<file path="config.mk">
export PLATFORM = sky130hd
export DESIGN_NAME = cacheController
export DESIGN_NICKNAME = d
export VERILOG_FILES = /design/src/verilog/cachePkg.sv /design/src/verilog/cacheController.sv
export SDC_FILE = /design/constraint.sdc
export NUM_CORES = 1
export LEC_CHECK = 0
export BUFFER_PORTS_ARGS = -buffer_cell sky130_fd_sc_hd__buf_2
export CORE_AREA = 2 2 82 84
export CTS_CLUSTER_SIZE = 25
export DETAILED_ROUTE_END_ITERATION = 10
export DIE_AREA = 0 0 84 86
export PLACE_DENSITY = 0.69
export SETUP_SLACK_MARGIN = 0.02
export SLEW_MARGIN = 30
export SYNTH_ARGS = -nofsm -noshare
export SYNTH_HDL_FRONTEND = slang
export SYNTH_SLANG_ARGS = --single-unit
export TNS_END_PERCENT = 5
</file>
<file path="constraint.sdc">
create_clock -name CLK -period 1.89 [get_ports CLK]
set_input_delay 0.2835 -clock CLK [delete_from_list [all_inputs] [get_ports CLK]]
set_output_delay 0.2835 -clock CLK [all_outputs]
set_load 0.02 [all_outputs]
</file>
<file path="src/verilog/cachePkg.sv">
package cachePkg;

	// geometry of the cache, fixed for two words per block
	parameter int WORD_W  = 32;
	parameter int TAG_W   = 26;
	parameter int INDEX_W = 3;
	parameter int SETS    = 8;  // one set per index value
	parameter int WAYS    = 2;

	typedef logic [WORD_W-1:0] word_t;

	// byte address as the cache sees it, tag in the top bits
	typedef struct packed {
		logic [TAG_W-1:0]   tag;
		logic [INDEX_W-1:0] index;
		logic               wordSel;  // picks one of the two words in a block
		logic [1:0]         byteSel;  // always word aligned, carried only for the address
	} cacheAddr_t;

	// request from the datapath, held until dhit
	typedef struct packed {
		logic       read;
		logic       write;
		cacheAddr_t addr;
		word_t      store;
	} dpReq_t;

	// request to memory, held until dwait drops
	typedef struct packed {
		logic  read;
		logic  write;
		word_t addr;
		word_t store;
	} memReq_t;

	// one word slot of storage, used for fill, write-back and flush
	typedef struct packed {
		logic [INDEX_W-1:0] index;
		logic               way;
		logic               wordSel;
	} frameSel_t;

	// replacement candidate, or the scanned block while flushing
	typedef struct packed {
		logic             way;
		logic             valid;
		logic             dirty;
		logic [TAG_W-1:0] tag;
	} victimInfo_t;

endpackage

</file>
<file path="src/verilog/cacheController.sv">
`timescale 1ns/1ps

module cacheController
(
	input  logic                   CLK,
	input  logic                   rst,
	input  cachePkg::dpReq_t       dpReq,
	input  logic                   halt,
	input  logic                   hit,
	input  cachePkg::victimInfo_t  victim,
	input  logic                   frameDirty,
	input  cachePkg::word_t        frameWord,
	input  logic                   dwait,
	output logic                   dhit,
	output logic                   flushed,
	output logic                   serve,
	output cachePkg::frameSel_t    frame,
	output logic                   fillWe,
	output logic                   installTag,
	output logic                   cleanFrame,
	output logic                   scanMode,
	output cachePkg::memReq_t      memReq
);

	typedef enum logic [2:0]
	{
		idle,
		writeBack0,
		writeBack1,
		fetch0,
		fetch1,
		flushScan,
		flushDone
	} state_t;

	state_t              state;
	state_t              nextState;
	logic [3:0]          scanCount;  // {index, way}, way changes fastest
	logic                scanLast;
	logic                reqValid;
	logic                done;        // memory transfer completes at this edge
	cachePkg::cacheAddr_t wbAddr;
	cachePkg::cacheAddr_t fetchAddr;

	assign reqValid = dpReq.read || dpReq.write;
	assign done     = !dwait;
	assign scanLast = (scanCount == 4'd15);

	// a hit is only served from idle and never once halt is up
	assign dhit    = (state == idle) && !halt && reqValid && hit;
	assign serve   = dhit;
	assign flushed = (state == flushDone);

	// frame follows the scan counter while flushing, else the request set
	always_comb
	begin
		frame.index   = scanMode ? scanCount[3:1] : dpReq.addr.index;
		frame.way     = scanMode ? scanCount[0] : victim.way;
		frame.wordSel = (state == writeBack1) || (state == fetch1);  // second word of the block
	end

	// write-back goes to the victim's home address, fetch to the requested block
	always_comb
	begin
		wbAddr.tag        = victim.tag;
		wbAddr.index      = frame.index;
		wbAddr.wordSel    = frame.wordSel;
		wbAddr.byteSel    = 2'b00;
		fetchAddr.tag     = dpReq.addr.tag;
		fetchAddr.index   = dpReq.addr.index;
		fetchAddr.wordSel = frame.wordSel;
		fetchAddr.byteSel = 2'b00;
	end

	always_comb
	begin
		memReq.read  = (state == fetch0) || (state == fetch1);
		memReq.write = (state == writeBack0) || (state == writeBack1);
		memReq.addr  = memReq.write ? wbAddr : fetchAddr;
		memReq.store = frameWord;  // the frame points at the word being written back
	end

	// storage updates line up with the edge that completes each transfer
	assign fillWe     = ((state == fetch0) || (state == fetch1)) && done;
	assign installTag = (state == fetch1) && done;
	assign cleanFrame = (state == writeBack1) && done;

	always_comb
	begin
		nextState = state;
		case (state)
			idle:
			begin
				if (halt)
					nextState = flushScan;
				else if (reqValid && !hit)
					nextState = (victim.valid && victim.dirty) ? writeBack0 : fetch0;
			end
			writeBack0:
				if (done)
					nextState = writeBack1;
			writeBack1:
			begin
				if (done && scanMode)
					nextState = scanLast ? flushDone : flushScan;
				else if (done)
					nextState = fetch0;  // victim is clean now, go get the new block
			end
			fetch0:
				if (done)
					nextState = fetch1;
			fetch1:
				if (done)
					nextState = idle;  // the request hits on the next cycle
			flushScan:
			begin
				if (frameDirty)
					nextState = writeBack0;
				else if (scanLast)
					nextState = flushDone;
			end
			flushDone:
				nextState = flushDone;  // only reset leaves this state
			default:
				nextState = idle;
		endcase
	end

	always_ff @(posedge CLK)
	begin
		if (rst)
		begin
			state     <= idle;
			scanMode  <= 1'b0;
			scanCount <= 4'd0;
		end
		else
		begin
			state <= nextState;
			if ((state == idle) && halt)
			begin
				scanMode  <= 1'b1;  // stays set through the rest of the run
				scanCount <= 4'd0;
			end
			// advance past a clean frame, or past a dirty one once it is written
			if (((state == flushScan) && !frameDirty && !scanLast) ||
				((state == writeBack1) && done && scanMode && !scanLast))
				scanCount <= scanCount + 4'd1;
		end
	end

endmodule

</file>
Word-level counts from Yosys, hierarchy flattened
Index checks and enable logic that the tools add are counted.
{"block": "word_totals", "ff_bits": 8, "in_bits": 133, "out_inout_bits": 78, "wordCells": 61}
{"block": "classes", "addsub": 1, "n_eq_ne": 13, "n_mux": 17, "reduce_logical": 27}
{"op": "2-to-1 mux 32 bit", "count": 1}
{"op": "2-to-1 mux 3 bit", "count": 10}
{"op": "case mux 3 bit (7 select lines)", "count": 1}
{"op": "logical AND 1 bit", "count": 14}
{"op": "== test 3 bit (second input constant)", "count": 3}
{"op": "2-to-1 mux 4 bit", "count": 2}
{"op": "== test 3 x 2 -> 1 bit (second input constant)", "count": 2}
{"op": "!= test 2 bit (second input constant)", "count": 3}
{"op": "!= test 3 x 2 -> 1 bit (second input constant)", "count": 2}
{"op": "AND reduction 6 bit", "count": 1}
{"op": "zero test 1 bit", "count": 5}
{"op": "logical OR 1 bit", "count": 5}
{"op": "adder 4 x 1 -> 4 bit (second input constant)", "count": 1}
{"op": "== test 4 bit (second input constant)", "count": 1}
{"op": "2-to-1 mux 2 bit", "count": 2}
{"op": "== test 3 x 1 -> 1 bit (second input constant)", "count": 1}
{"op": "zero test 3 bit", "count": 1}
{"op": "!= test 3 bit (second input constant)", "count": 1}
{"op": "nonzero test 2 bit", "count": 1}
{"op": "2-to-1 mux 1 bit", "count": 1}

Longest topological paths before layout
Gate-level depths: netlist (run 1).
{"block": "depth", "depth_word": 6, "ltp_mapped": 5, "depth_no_buf": 5}

Worst setup path before layout (run 1)
OpenSTA, ideal clock, no wires.
{"block": "synth_path", "path_kind": "reg2out", "startpoint": "reg state[2]", "endpoint": "out fillWe", "arrival_time_ps": 1630, "required_time_ps": 1607, "slack_ps": -23, "path_stages_with_launch": 6, "n_path_buf": 2, "path_cell_list": "dfxtp_1 -> buf_4 -> buf_2 -> nand2_1 -> o21ai_0 -> nor2b_1"}
{"item": "start: declaration", "line": "cacheController.sv:36", "text": "state_t state;"}
{"item": "start signal: assignment", "line": "cacheController.sv:133", "text": "state <= idle;"}
{"item": "start signal: assignment", "line": "cacheController.sv:139", "text": "state <= nextState;"}
{"item": "end: declaration", "line": "cacheController.sv:18", "text": "output logic fillWe,"}

==> key figures, run 1 <==
Drt
  – Initial DRC count: 80
  – Via count normalized by instance count: 4.67
  – Per-cell routed wire length: 16.7 um
  – Vias after detailed routing: approximately 1.5k
  – Antenna viol nets, final: 0
  – Post-detailed-route DRC marker count: 0
  – Wire length reported by the detailed router: between 5 and 6 mm
  – Number of detailed-routing iterations run before antenna repair: 4

Floorplanning
  – Area of the core: 6280 um2
  – Overall die area: 7220 um2
  – Y dimension of the die: 86 um
  – Chip width: 84 um
  – Num rows: 29
  – Initial Util: 0.211
  – Io pins: 211

Synthesis
  – Average instance area after synthesis: 8.49 um2
  – Number of synthesized flops with an enable pin: 0
  – Number of distinct library cell variants in the gate-level netlist after synthesis: 37
  – Flops & latches, synth: 8
  – Total of warnings raised by yosys: 0
  – Proportion of register bits with asynchronous set or reset after synthesis: 0
  – Part of the Yosys area used for sequential elements: 0.121
  – Cell area after synthesis: 1320 um2
  – Post-synthesis instance total: ~160
  – Flip-flop cell with the highest count after synthesis: sky130_fd_sc_hd__dfxtp_1

Clocking
  – Root buffer selected by CTS: sky130_fd_sc_hd__clkbuf_8
  – Clock net sink count: 8
  – Clk Latency, worst-skew pair: 0.23 ns
  – CTS H-tree lvls: 1
  – Clock buffer depth: 2
  – Total clock buffers created by CTS: 3
  – TritonCTS clock tree: yes
  – Clock input transition at the sequential cells of the worst setup and hold paths: 0.04 ns

Critical path
  – Worst Setup Start Kind: flop
  – Cells along the critical path: nand2b_4 > a21oi_4 > buf_12 > clkbuf_16 > mux2_4 > buf_6
  – CP Data Arrival Time: 1.64 ns
  – Kind of critical path: reg -> out
  – Critical path capture point type: output pin
  – Critical path required time: 1.61 ns
  – Largest fanout on the critical path: 7
  – Library cell contributing the largest single delay on the critical path: sky130_fd_sc_hd__dfxtp_2
  – Crit path largest cell delay: between 0.3 and 0.4 ns

STA
  – Unrepaired setup endpoints after global routing: true
  – Setup Viol. Count Final: 29
  – Hold Fails Final Rpt: 0
  – Portion of the clock cycle consumed by the worst path in the final layout: 1.02
  – Fin Clk Skew: 0.00285 ns
  – Number of slew-limit violations in the final report: 0
  – Tmin final: 1.92 ns
  – Final critical-path setup slack: -0.0320 ns
  – Upper clock frequency limit: 520 MHz

Pwr
  – Leakage power total: 1.03 nW
  – Power density over the cells: 1780 nW/um2
  – Maximum vdd drop: 0.641 mV

Placed design
  – Final GP Congestion: approximately 0.82
  – Count of input and output buffers: 109
  – Minimum setup slack after placement: 0.182 ns
  – Final HPWL DP: 3.83 mm

Final layout
  – Highest-count cells in the layout ignoring fill and taps: sky130_fd_sc_hd__buf_2 (86), sky130_fd_sc_hd__buf_6 (24), sky130_fd_sc_hd__mux2_4 (22)
  – Number of filler cells placed in the layout: 681
  – # nets final: 371
  – Most common cell after layout, fill and taps aside: sky130_fd_sc_hd__buf_2
  – Area grow syn2layout: 59.8%
  – # diodes: 0
  – Share of final-layout standard cells stronger than drive strength 1: 0.723
  – Utilization of the core after routing: 0.337

Worst hold path
  – Path type of the worst min-delay path: in -> reg

Global route
  – Vias in the first global route: approximately 1.4k
  – Aggregate global routing overflow: 0
  – Wire length of the first global-routing pass: ~7.1 mm
  – Maximum number of pins on one net before global-route repair: 18
  – GRT Overall Usage: 0.124
  – Number of antenna violations at the first check in global routing: 1

Status
  – Violated checks: setup timing
  – Run status: finished, violations left

Job
  – Number of violations of the max-capacitance limit: 0
==> critical path: cells and delay by family (launching register included) <==
kind,cells,cell delay (ns)
buf+inv,3,0.44
simple gates,1,0.16
compound gates,1,0.18
flops,1,0.33
mux,1,0.31
==> cell type report <==
class                   instances  area (um2)  area share
flip-flops and latches          8         166      0.0787
clock buffers                   3        41.3      0.0195
repair buffers                121         866       0.409
multi-input cells             101         936       0.442
well taps                      77        96.3      0.0455
inverters                       2        10.0     0.00473
==> state kept, by name, summed over array words and instances (netlist names) <==
register   count
scanCount      4
state          3
scanMode       1
==> routing by layer <==
metal | GRT usage | part of all wire | vias up
li1 | - | - | 691
met1 | 0.151 | 0.39 | 674
met2 | 0.212 | 0.50 | 71
met3 | 0.0308 | 0.083 | 20
met4 | 0.0469 | 0.024 | 2
met5 | 0 | 0.0025 | -
==> per-stage QoR <==
stage | hold slack [ns] | setup TNS [ns] | power (mW) | area, um2 | cells
after CTS | 0.344 | -1.35 | 3.18 | 1860 | 310
final | 0.347 | -0.549 | 3.76 | 2120 | 312
after global routing | 0.374 | -1.63 | 3.97 | 2120 | 312
after floorplan | 0.471 | 0 | 2.03 | 1330 | 157
after detailed placement | 0.537 | 0 | 2.53 | 1710 | 303
after global placement | 0.527 | 0 | 2.52 | 1710 | 303
==> cell usage after synthesis (2+ instances only) <==
master / n / area (um2)
sky130_fd_sc_hd__buf_4: 42 / 315
sky130_fd_sc_hd__mux2_2: 33 / 372
sky130_fd_sc_hd__a21oi_1: 8 / 40.0
sky130_fd_sc_hd__dfxtp_1: 8 / 160
sky130_fd_sc_hd__a31oi_1: 6 / 37.5
sky130_fd_sc_hd__nand2_1: 5 / 18.8
sky130_fd_sc_hd__nand2b_1: 5 / 31.3
sky130_fd_sc_hd__o211ai_1: 4 / 30.0
sky130_fd_sc_hd__or3_1: 4 / 25.0
sky130_fd_sc_hd__a311oi_1: 3 / 26.3
sky130_fd_sc_hd__nand3_1: 3 / 15.0
sky130_fd_sc_hd__nor2b_1: 3 / 18.8
sky130_fd_sc_hd__o21ai_0: 3 / 15.0
sky130_fd_sc_hd__buf_2: 2 / 10.0
sky130_fd_sc_hd__inv_1: 2 / 7.51
sky130_fd_sc_hd__nand3b_1: 2 / 15.0
sky130_fd_sc_hd__nand4_1: 2 / 12.5
sky130_fd_sc_hd__nor2_1: 2 / 7.51
==> timing repair <==
action | in CTS | in global routing
buffers inserted | 2 | 1
hold buffers | 0 | 0
endpoints found under the hold margin | 0 | 0
pin swaps | 1 | 1
resized for setup | 13 | 67
setup endpoints to repair | 30 | 29
gates cloned | 2 | 1
==> cells by family after synthesis <==
kind of cell / count (synthesis) / synth area share
AOI/OAI and AO/OA: 30 / 0.155
DFF: 8 / 0.121
buffers and inverters: 48 / 0.257
and+or+nand+nor: 35 / 0.174
adders and majority gates: 1 / 0.00945
muxes: 33 / 0.281
other: 1 / 0.00283
==> power breakdown <==
part,leakage (nW),internal [mW],switching (mW)
logic,0.938,1.74,1.51
registers,0.0666,0.223,0.0777
clock network,0.0216,0.138,0.0700
==> path summary, 6_finish.rpt <==
kind	cells past startpoint	to	slack [ns]	startpoint
max reg2reg	5	state[2]	0.26	scanCount[0]
min	2	scanCount[3]	0.35	rst
max	6	memReq[43]	-0.03	state[0]
min reg2reg	2	scanCount[1]	0.55	scanCount[1]
(Power assumes the default switching activity.)
==> run 2, diff against run 1 <==
--- a/config.mk
+++ b/config.mk
@@ -6,11 +6,14 @@
 export NUM_CORES = 1
 export LEC_CHECK = 0
 export BUFFER_PORTS_ARGS = -buffer_cell sky130_fd_sc_hd__buf_2
-export CORE_AREA = 2 2 82 84
+export CELL_PAD_IN_SITES_DETAIL_PLACEMENT = 0
+export CELL_PAD_IN_SITES_GLOBAL_PLACEMENT = 1
+export CORE_ASPECT_RATIO = 0.7
+export CORE_MARGIN = 2
+export CORE_UTILIZATION = 17
 export CTS_CLUSTER_SIZE = 25
 export DETAILED_ROUTE_END_ITERATION = 10
-export DIE_AREA = 0 0 84 86
-export PLACE_DENSITY = 0.69
+export PLACE_DENSITY = 0.89
 export SETUP_SLACK_MARGIN = 0.02
 export SLEW_MARGIN = 30
 export SYNTH_ARGS = -nofsm -noshare
==> run 2 against run 1 <==
Net effect:
- the run now ends clean
- total power down 12%
- clock-buffer cell count unchanged
- setup slack better by 0.038 ns
- die area up 18%
- flip-flop and latch count unchanged
- register-to-register slack worse by 0.05 ns
- clock power about the same
- wire length down 18%
- combinational power down 13%
- sequential share of layout area up 0.26 points
==> key figures, run 2 (synthesis gave the netlist of run 1 again) <==
Status
  – Run status: finished, final reports clean (was finished, violations left)

Critical path
  – Critical path required time: 1.61 ns (about the same)
  – Library cell contributing the largest single delay on the critical path: sky130_fd_sc_hd__dfxtp_2 (unchanged)
  – Largest fanout on the critical path: 8 (was 7)
  – Count of buffer and inverter cells on the critical path: 4 (was 3)
  – Kind of critical path: reg -> out (unchanged)
  – Cell mode on critical path: sky130_fd_sc_hd__buf_6
  – Crit path largest cell delay: 0.34 ns (was 0.33 ns)
  – Cells along the critical path: inv_2 > nand2_2 > a21oi_4 > buf_6 > buf_12 > mux2_4 > buf_6 (was nand2b_4 > a21oi_4 > buf_12 > clkbuf_16 > mux2_4 > buf_6)
  – Critical path capture point type: output pin (unchanged)
  – CP Data Arrival Time: 1.60 ns (was 1.64 ns)
  – Delay-heaviest family, CP: buffers and inverters (unchanged)
  – Worst Setup Start Kind: flop (unchanged)

Final layout
  – Highest-count cells in the layout ignoring fill and taps: sky130_fd_sc_hd__buf_2 (91), sky130_fd_sc_hd__mux2_2 (18), sky130_fd_sc_hd__buf_6 (17) (was sky130_fd_sc_hd__buf_2 (86), sky130_fd_sc_hd__buf_6 (24), sky130_fd_sc_hd__mux2_4 (22))
  – Area grow syn2layout: 51.1% (was 59.8%)
  – # diodes: 0 (unchanged)
  – # nets final: 369 (was 371)
  – Share of final-layout standard cells stronger than drive strength 1: 0.717 (was 0.723)
  – Most common cell after layout, fill and taps aside: sky130_fd_sc_hd__buf_2 (unchanged)
  – Largest registers ranked by flip-flop count: scanCount: 4 flops, state: 3 flops, scanMode: 1 flops (unchanged)
  – Utilization of the core after routing: 0.270 (was 0.337)
  – Register ranked first by flip-flop count: scanCount (unchanged)
  – Number of flip-flops in the largest register: 4 (unchanged)

Floorplanning
  – Io pins: 211 (unchanged)
  – Chip width: 109 um (was 84 um)
  – Overall die area: 8520 um2 (was 7220 um2)
  – Area of the core: 7420 um2 (was 6280 um2)
  – Y dimension of the die: 77.8 um (was 86 um)
  – Num rows: 26 (was 29)
  – Initial Util: 0.178 (was 0.211)

Pwr
  – Maximum vdd drop: 0.604 mV (was 0.641 mV)
  – Cell-internal power: 1.78 mW (was 2.10 mW)
  – Power density over the cells: 1660 nW/um2 (was 1780 nW/um2)
  – Leakage power total: 0.952 nW (was 1.03 nW)
  – Proportion of power drawn by the clock network: 0.063 (was 0.055)
  – Proportion of power drawn by combinational gates: 0.851 (was 0.865)
  – Switching Fraction: 0.463 (was 0.441)
  – Power share of the sequential group: 0.086 (was 0.080)
  – Net switching power figure: 1.54 mW (was 1.66 mW)

STA
  – Unrepaired setup endpoints after global routing: true (unchanged)
  – Aggregate negative setup slack: 0 ns (was -0.549 ns)
  – Tmin final: 1.88 ns (was 1.92 ns)
  – Fin Clk Skew: 0.00230 ns (was 0.00285 ns)
  – Worst-Margin Slew: roughly 0.49 ns
  – Upper clock frequency limit: 531 MHz (was 520 MHz)
  – Relative slew slack: 0.669
  – Setup Viol. Count Final: 0 (was 29)
  – Number of slew-limit violations in the final report: 0 (unchanged)
  – Portion of the clock cycle consumed by the worst path in the final layout: 0.997 (was 1.02)
  – Hold Fails Final Rpt: 0 (unchanged)

Drt
  – Initial DRC count: 74 (was 80)
  – Vias after detailed routing: 1424 (was 1458)
  – Per-cell routed wire length: 13.0 um (was 16.7 um)
  – Antenna viol nets, final: 0 (unchanged)
  – Via count normalized by instance count: 4.30 (was 4.67)
  – Wire length on met3: 366 um (was 432 um)
  – Number of detailed-routing iterations run before antenna repair: 4 (unchanged)
  – Met2 Wirelength: 2.10 mm (was 2.59 mm)
  – DR top layer: met4 (was met5)
  – Post-detailed-route DRC marker count: 0 (unchanged)
  – Routed metal-1 wire length: 1.79 mm (was 2.06 mm)
  – Wire length reported by the detailed router: 4.31 mm (was 5.23 mm)

Global route
  – Vias in the first global route: 1331 (was 1350)
  – Wire length of the first global-routing pass: 6.15 mm (was 7.07 mm)
  – Aggregate global routing overflow: 0 (unchanged)
  – GRT Overall Usage: 0.0903 (was 0.124)
  – Number of antenna violations at the first check in global routing: 0 (was 1)
  – Maximum number of pins on one net before global-route repair: 18 (unchanged)

Clocking
  – Clock buffer depth: 2 (unchanged)
  – Root buffer selected by CTS: sky130_fd_sc_hd__clkbuf_8 (unchanged)
  – Clock input transition at the sequential cells of the worst setup and hold paths: 0.04 ns (about the same)
  – TritonCTS clock tree: yes (unchanged)
  – Total clock buffers created by CTS: 3 (unchanged)
  – CTS H-tree lvls: 1 (unchanged)
  – Clock net sink count: 8 (unchanged)
  – Clk Latency, worst-skew pair: 0.23 ns (about the same)

Placed design
  – Count of input and output buffers: 109 (unchanged)
  – Final GP Congestion: 0.861 (was 0.822)
  – Final HPWL DP: 3.15 mm (was 3.83 mm)

Worst hold path
  – Path type of the worst min-delay path: in -> reg (unchanged)

Job
  – Number of violations of the max-capacitance limit: 0 (unchanged)
## run 2: cell types whose count changed in the layout (fill, tap and decap cells not counted), sizes merged
cell / previous run / this run
buf: 120 / 119
clkbuf: 4 / 3
## run 2: through the flow
step / setup WS (ns) / cell area [um2] / std cells / hold slack, ns / power (mW)
6_report: 0.00641 / 2000 / 331 / 0.338 / 3.32
5_1_grt: -0.0643 / 2000 / 331 / 0.355 / 3.54
4_1_cts: -0.0246 / 2020 / 332 / 0.335 / 3.44
3_5_place_dp: 0.154 / 1720 / 324 / 0.539 / 2.51
3_3_place_gp: 0.176 / 1720 / 324 / 0.521 / 2.48
2_1_floorplan: 0.160 / 1330 / 157 / 0.471 / 2.03
## run 2: cell type report
type,instances,area (um2)
tap,98,123
inverter,2,7.51
fill,767,5420
sequential,8,163
timing repair buffer,119,762
clock buffer,3,41.3
multi-input combinational,101,905
## run 2: path summary, 6_finish.rpt
kind | start | cells after the start | endpoint | slack (ns)
worst max-delay path | state[1] | 7 | memReq[63] | 0.006
worst min-delay path | rst | 2 | scanMode | 0.34
worst max register to register | state[2] | 5 | scanCount[2] | 0.21
worst min register to register | scanCount[1] | 2 | scanCount[1] | 0.54
## run 2: layer usage
metal	up-vias	GRT usage
li1	689	-
met1	651	0.102
met2	79	0.169
met3	5	0.0143
met4	0	0.0329
met5	-	0
## run 2: worst reg2reg max path: cells and delay by family, from the launching register on
family | cells | cell delay [ns]
AOI/OAI and AO/OA | 3 | 0.73
buffers and inverters | 1 | 0.24
DFF | 1 | 0.56
and+or+nand+nor | 1 | 0.08
## run 2: power by group through the flow
stage / combinational, mW / sequential [mW] / clock [mW]
6_report: 2.83 / 0.287 / 0.208
5_1_grt: 3.03 / 0.295 / 0.216
4_1_cts: 2.94 / 0.283 / 0.208
3_5_place_dp: 2.24 / 0.269 / 0
3_3_place_gp: 2.22 / 0.268 / 0
2_1_floorplan: 1.79 / 0.238 / 0
## run 2: timing repair
action,4_1_cts,5_1_grt
hold buffers,0,0
endpoints found under the setup margin,29,32
cloned,2,0
gates resized for setup,55,4
pin swaps,1,3
buffers inserted,3,0
==> run 3, diff against run 2 <==
--- a/config.mk
+++ b/config.mk
@@ -6,7 +6,7 @@
 export NUM_CORES = 1
 export LEC_CHECK = 0
 export BUFFER_PORTS_ARGS = -buffer_cell sky130_fd_sc_hd__buf_2
-export CELL_PAD_IN_SITES_DETAIL_PLACEMENT = 0
+export CELL_PAD_IN_SITES_DETAIL_PLACEMENT = 1
 export CELL_PAD_IN_SITES_GLOBAL_PLACEMENT = 1
 export CORE_ASPECT_RATIO = 0.7
 export CORE_MARGIN = 2
==> constraint.sdc (replaced) <==
create_clock -name CLK -period 1.89 [get_ports CLK]
set_input_delay 0.2835 -clock CLK [delete_from_list [all_inputs] [get_ports CLK]]
set_output_delay 0.2835 -clock CLK [all_outputs]
set_load 0.05 [all_outputs]
==> run 3 against run 2 <==
Net effect:
- the run now ends with setup timing left
- total power up 42%
- design area up 10%
- sequential power down 5%
- combinational power up 49%
- flip-flop and latch count unchanged
- fmax down 3.6%
- critical path depth unchanged
==> key figures, run 3 (synthesis gave the netlist of run 1 again) <==
Critical path
  – Kind of critical path: reg -> out (unchanged)
  – CP Data Arrival Time: 1.67 ns (was 1.60 ns)
  – Source of the worst register-to-register timing path: state[1] (was state[2])
  – Largest fanout on the critical path: 7 (was 8)
  – Setup crit start: state[1] (unchanged)
  – Critical path capture point type: output pin (unchanged)
  – Critical path required time: 1.61 ns (about the same)
  – Worst Setup Start Kind: flop (unchanged)

Placed design
  – Count of input and output buffers: 109 (unchanged)
  – Post-Place Cells: 328 (was 324)
  – Final HPWL DP: 3.77 mm (was 3.15 mm)
  – Final GP Congestion: 0.828 (was 0.861)

Global route
  – Vias in the first global route: 1474 (was 1331)
  – Maximum number of pins on one net before global-route repair: 19 (was 18)
  – GRT Overall Usage: 0.105 (was 0.0903)
  – Number of antenna violations at the first check in global routing: 0 (unchanged)
  – Wire length of the first global-routing pass: 7.20 mm (was 6.15 mm)
  – Aggregate global routing overflow: 0 (unchanged)

STA
  – Portion of the clock cycle consumed by the worst path in the final layout: 1.03 (was 0.997)
  – Worst-Margin Slew: 0.544 ns (was 0.495 ns)
  – Tmin final: 1.95 ns (was 1.88 ns)
  – Number of slew-limit violations in the final report: 0 (unchanged)
  – Unrepaired setup endpoints after global routing: true (unchanged)
  – Setup Viol. Count Final: 25 (was 0)
  – Final-layout worst hold slack: 0.328 ns (was 0.338 ns)
  – Upper clock frequency limit: 512 MHz (was 531 MHz)
  – Aggregate negative setup slack: -0.758 ns (was 0 ns)
  – Final critical-path setup slack: -0.0643 ns (was 0.00641 ns)
  – Hold Fails Final Rpt: 0 (unchanged)
  – Relative slew slack: 0.636 (was 0.669)
  – Fin Clk Skew: 0.00247 ns (was 0.00230 ns)

Worst hold path
  – Startpoint of the most critical hold path: rst (unchanged)
  – Path type of the worst min-delay path: in -> reg (unchanged)

Final layout
  – # diodes: 0 (unchanged)
  – Largest registers ranked by flip-flop count: scanCount: 4 flops, state: 3 flops, scanMode: 1 flops (unchanged)
  – Highest-count cells in the layout ignoring fill and taps: sky130_fd_sc_hd__buf_2 (77), sky130_fd_sc_hd__mux2_4 (19), sky130_fd_sc_hd__buf_6 (17) (was sky130_fd_sc_hd__buf_2 (91), sky130_fd_sc_hd__mux2_2 (18), sky130_fd_sc_hd__buf_6 (17))
  – Seq. cell area: 165 um2 (was 163 um2)
  – Utilization of the core after routing: 0.297 (was 0.270)
  – Area grow syn2layout: 66.5% (was 51.1%)
  – Register ranked first by flip-flop count: scanCount (unchanged)
  – # nets final: 372 (was 369)
  – Number of filler cells placed in the layout: 874 (was 767)
  – Area used by multi-input combinational logic: 938 um2 (was 905 um2)
  – Number of flip-flops in the largest register: 4 (unchanged)
  – Most common cell after layout, fill and taps aside: sky130_fd_sc_hd__buf_2 (unchanged)
  – Final Instance Count excl. Fillers: 334 (was 331)
  – Share of final-layout standard cells stronger than drive strength 1: 0.742 (was 0.717)

Job
  – Number of violations of the max-capacitance limit: 0 (unchanged)

Drt
  – Per-cell routed wire length: 15.4 um (was 13.0 um)
  – Antenna viol nets, final: 0 (unchanged)
  – Vias after detailed routing: 1478 (was 1424)
  – Initial DRC count: 131 (was 74)
  – Wire length reported by the detailed router: 5.14 mm (was 4.31 mm)
  – Number of detailed-routing iterations run before antenna repair: 5 (was 4)
  – Via count normalized by instance count: 4.43 (was 4.30)
  – Post-detailed-route DRC marker count: 0 (unchanged)

Clocking
  – Clock buffer depth: 2 (unchanged)
  – Clk Latency, worst-skew pair: 0.24 ns (was 0.23 ns)
  – CTS H-tree lvls: 1 (unchanged)
  – Root buffer selected by CTS: sky130_fd_sc_hd__clkbuf_8 (unchanged)
  – Total clock buffers created by CTS: 3 (unchanged)
  – Number of hold buffers added after CTS: 0 (unchanged)
  – Clock net sink count: 8 (unchanged)
  – Clock input transition at the sequential cells of the worst setup and hold paths: 0.05 ns (was 0.04 ns)
  – TritonCTS clock tree: yes (unchanged)

Status
  – Violated checks: setup timing
  – Run status: finished, violations left (was finished, final reports clean)

Pwr
  – Maximum vdd drop: 0.871 mV (was 0.604 mV)
  – Leakage power total: 1.04 nW (was 0.952 nW)
  – Power density over the cells: 2140 nW/um2 (was 1660 nW/um2)

Floorplanning
  – Overall die area: 8520 um2 (unchanged)
  – Num rows: 26 (unchanged)
  – Initial Util: 0.178 (unchanged)
  – Chip width: 109 um (unchanged)
  – Io pins: 211 (unchanged)
  – Y dimension of the die: 77.8 um (unchanged)
  – Area of the core: 7420 um2 (unchanged)
run 3: cell count changes in the layout (fill, tap and decap cells not counted), sizes merged:
cell / previous run / this run
clkbuf: 3 / 6
run 3: worst paths after layout:
kind	endpoint	cells past startpoint	slack (ns)
hold / removal	state[1]	2	0.33
hold reg to reg	scanCount[1]	2	0.54
setup / recovery	memReq[41]	7	-0.06
setup reg to reg	scanCount[2]	5	0.22
run 3: metrics by stage:
stage | instance area, um2 | power, mW | setup slack (ns)
2_1_floorplan | 1340 | 3.03 | -0.180
3_3_place_gp | 1770 | 3.45 | 0.117
3_5_place_dp | 1770 | 3.53 | 0.0955
4_1_cts | 2060 | 4.38 | -0.0649
5_1_grt | 2200 | 4.92 | -0.110
6_report | 2200 | 4.71 | -0.0643
run 3: area by class of cell:
| type | instances | share of cell area |
|---|---|---|
| repair buffers | 122 | 0.422 |
| inverters | 2 | 0.00341 |
| clock buffers | 3 | 0.0187 |
| well taps | 98 | 0.0556 |
| flip-flops and latches | 8 | 0.0749 |
| multi-input cells | 101 | 0.426 |
run 3: per-layer routing:
metal / share of wire / wire (um) / global-route usage / vias up
li1: - / - / - / 691
met1: 0.38 / 1980 / 0.111 / 695
met2: 0.51 / 2640 / 0.209 / 88
met3: 0.099 / 510 / 0.0261 / 4
met4: 0.0033 / 17 / 0.0190 / 0
met5: 0 / 0 / 0 / -
run 3: what timing repair did:
item / 4_1_cts / 5_1_grt
endpoints found under the setup margin: 30 / 33
pin swaps: 1 / 1
setup buffers: 2 / 0
resized for setup: 64 / 43
cloned: 1 / 1
run 3: power by group:
part           switching (mW)  internal (mW)
combinational            2.44           1.78
clock                  0.0796          0.139
sequential             0.0526          0.220
run 3: critical path, cell delays in order, from the launching register on:
cell	delay, ns
sky130_fd_sc_hd__dfxtp_4	0.36
sky130_fd_sc_hd__inv_2	0.06
sky130_fd_sc_hd__nand2_2	0.06
sky130_fd_sc_hd__a21oi_4	0.17
sky130_fd_sc_hd__buf_6	0.15
sky130_fd_sc_hd__clkbuf_16	0.16
sky130_fd_sc_hd__mux2_4	0.32
sky130_fd_sc_hd__buf_8	0.15
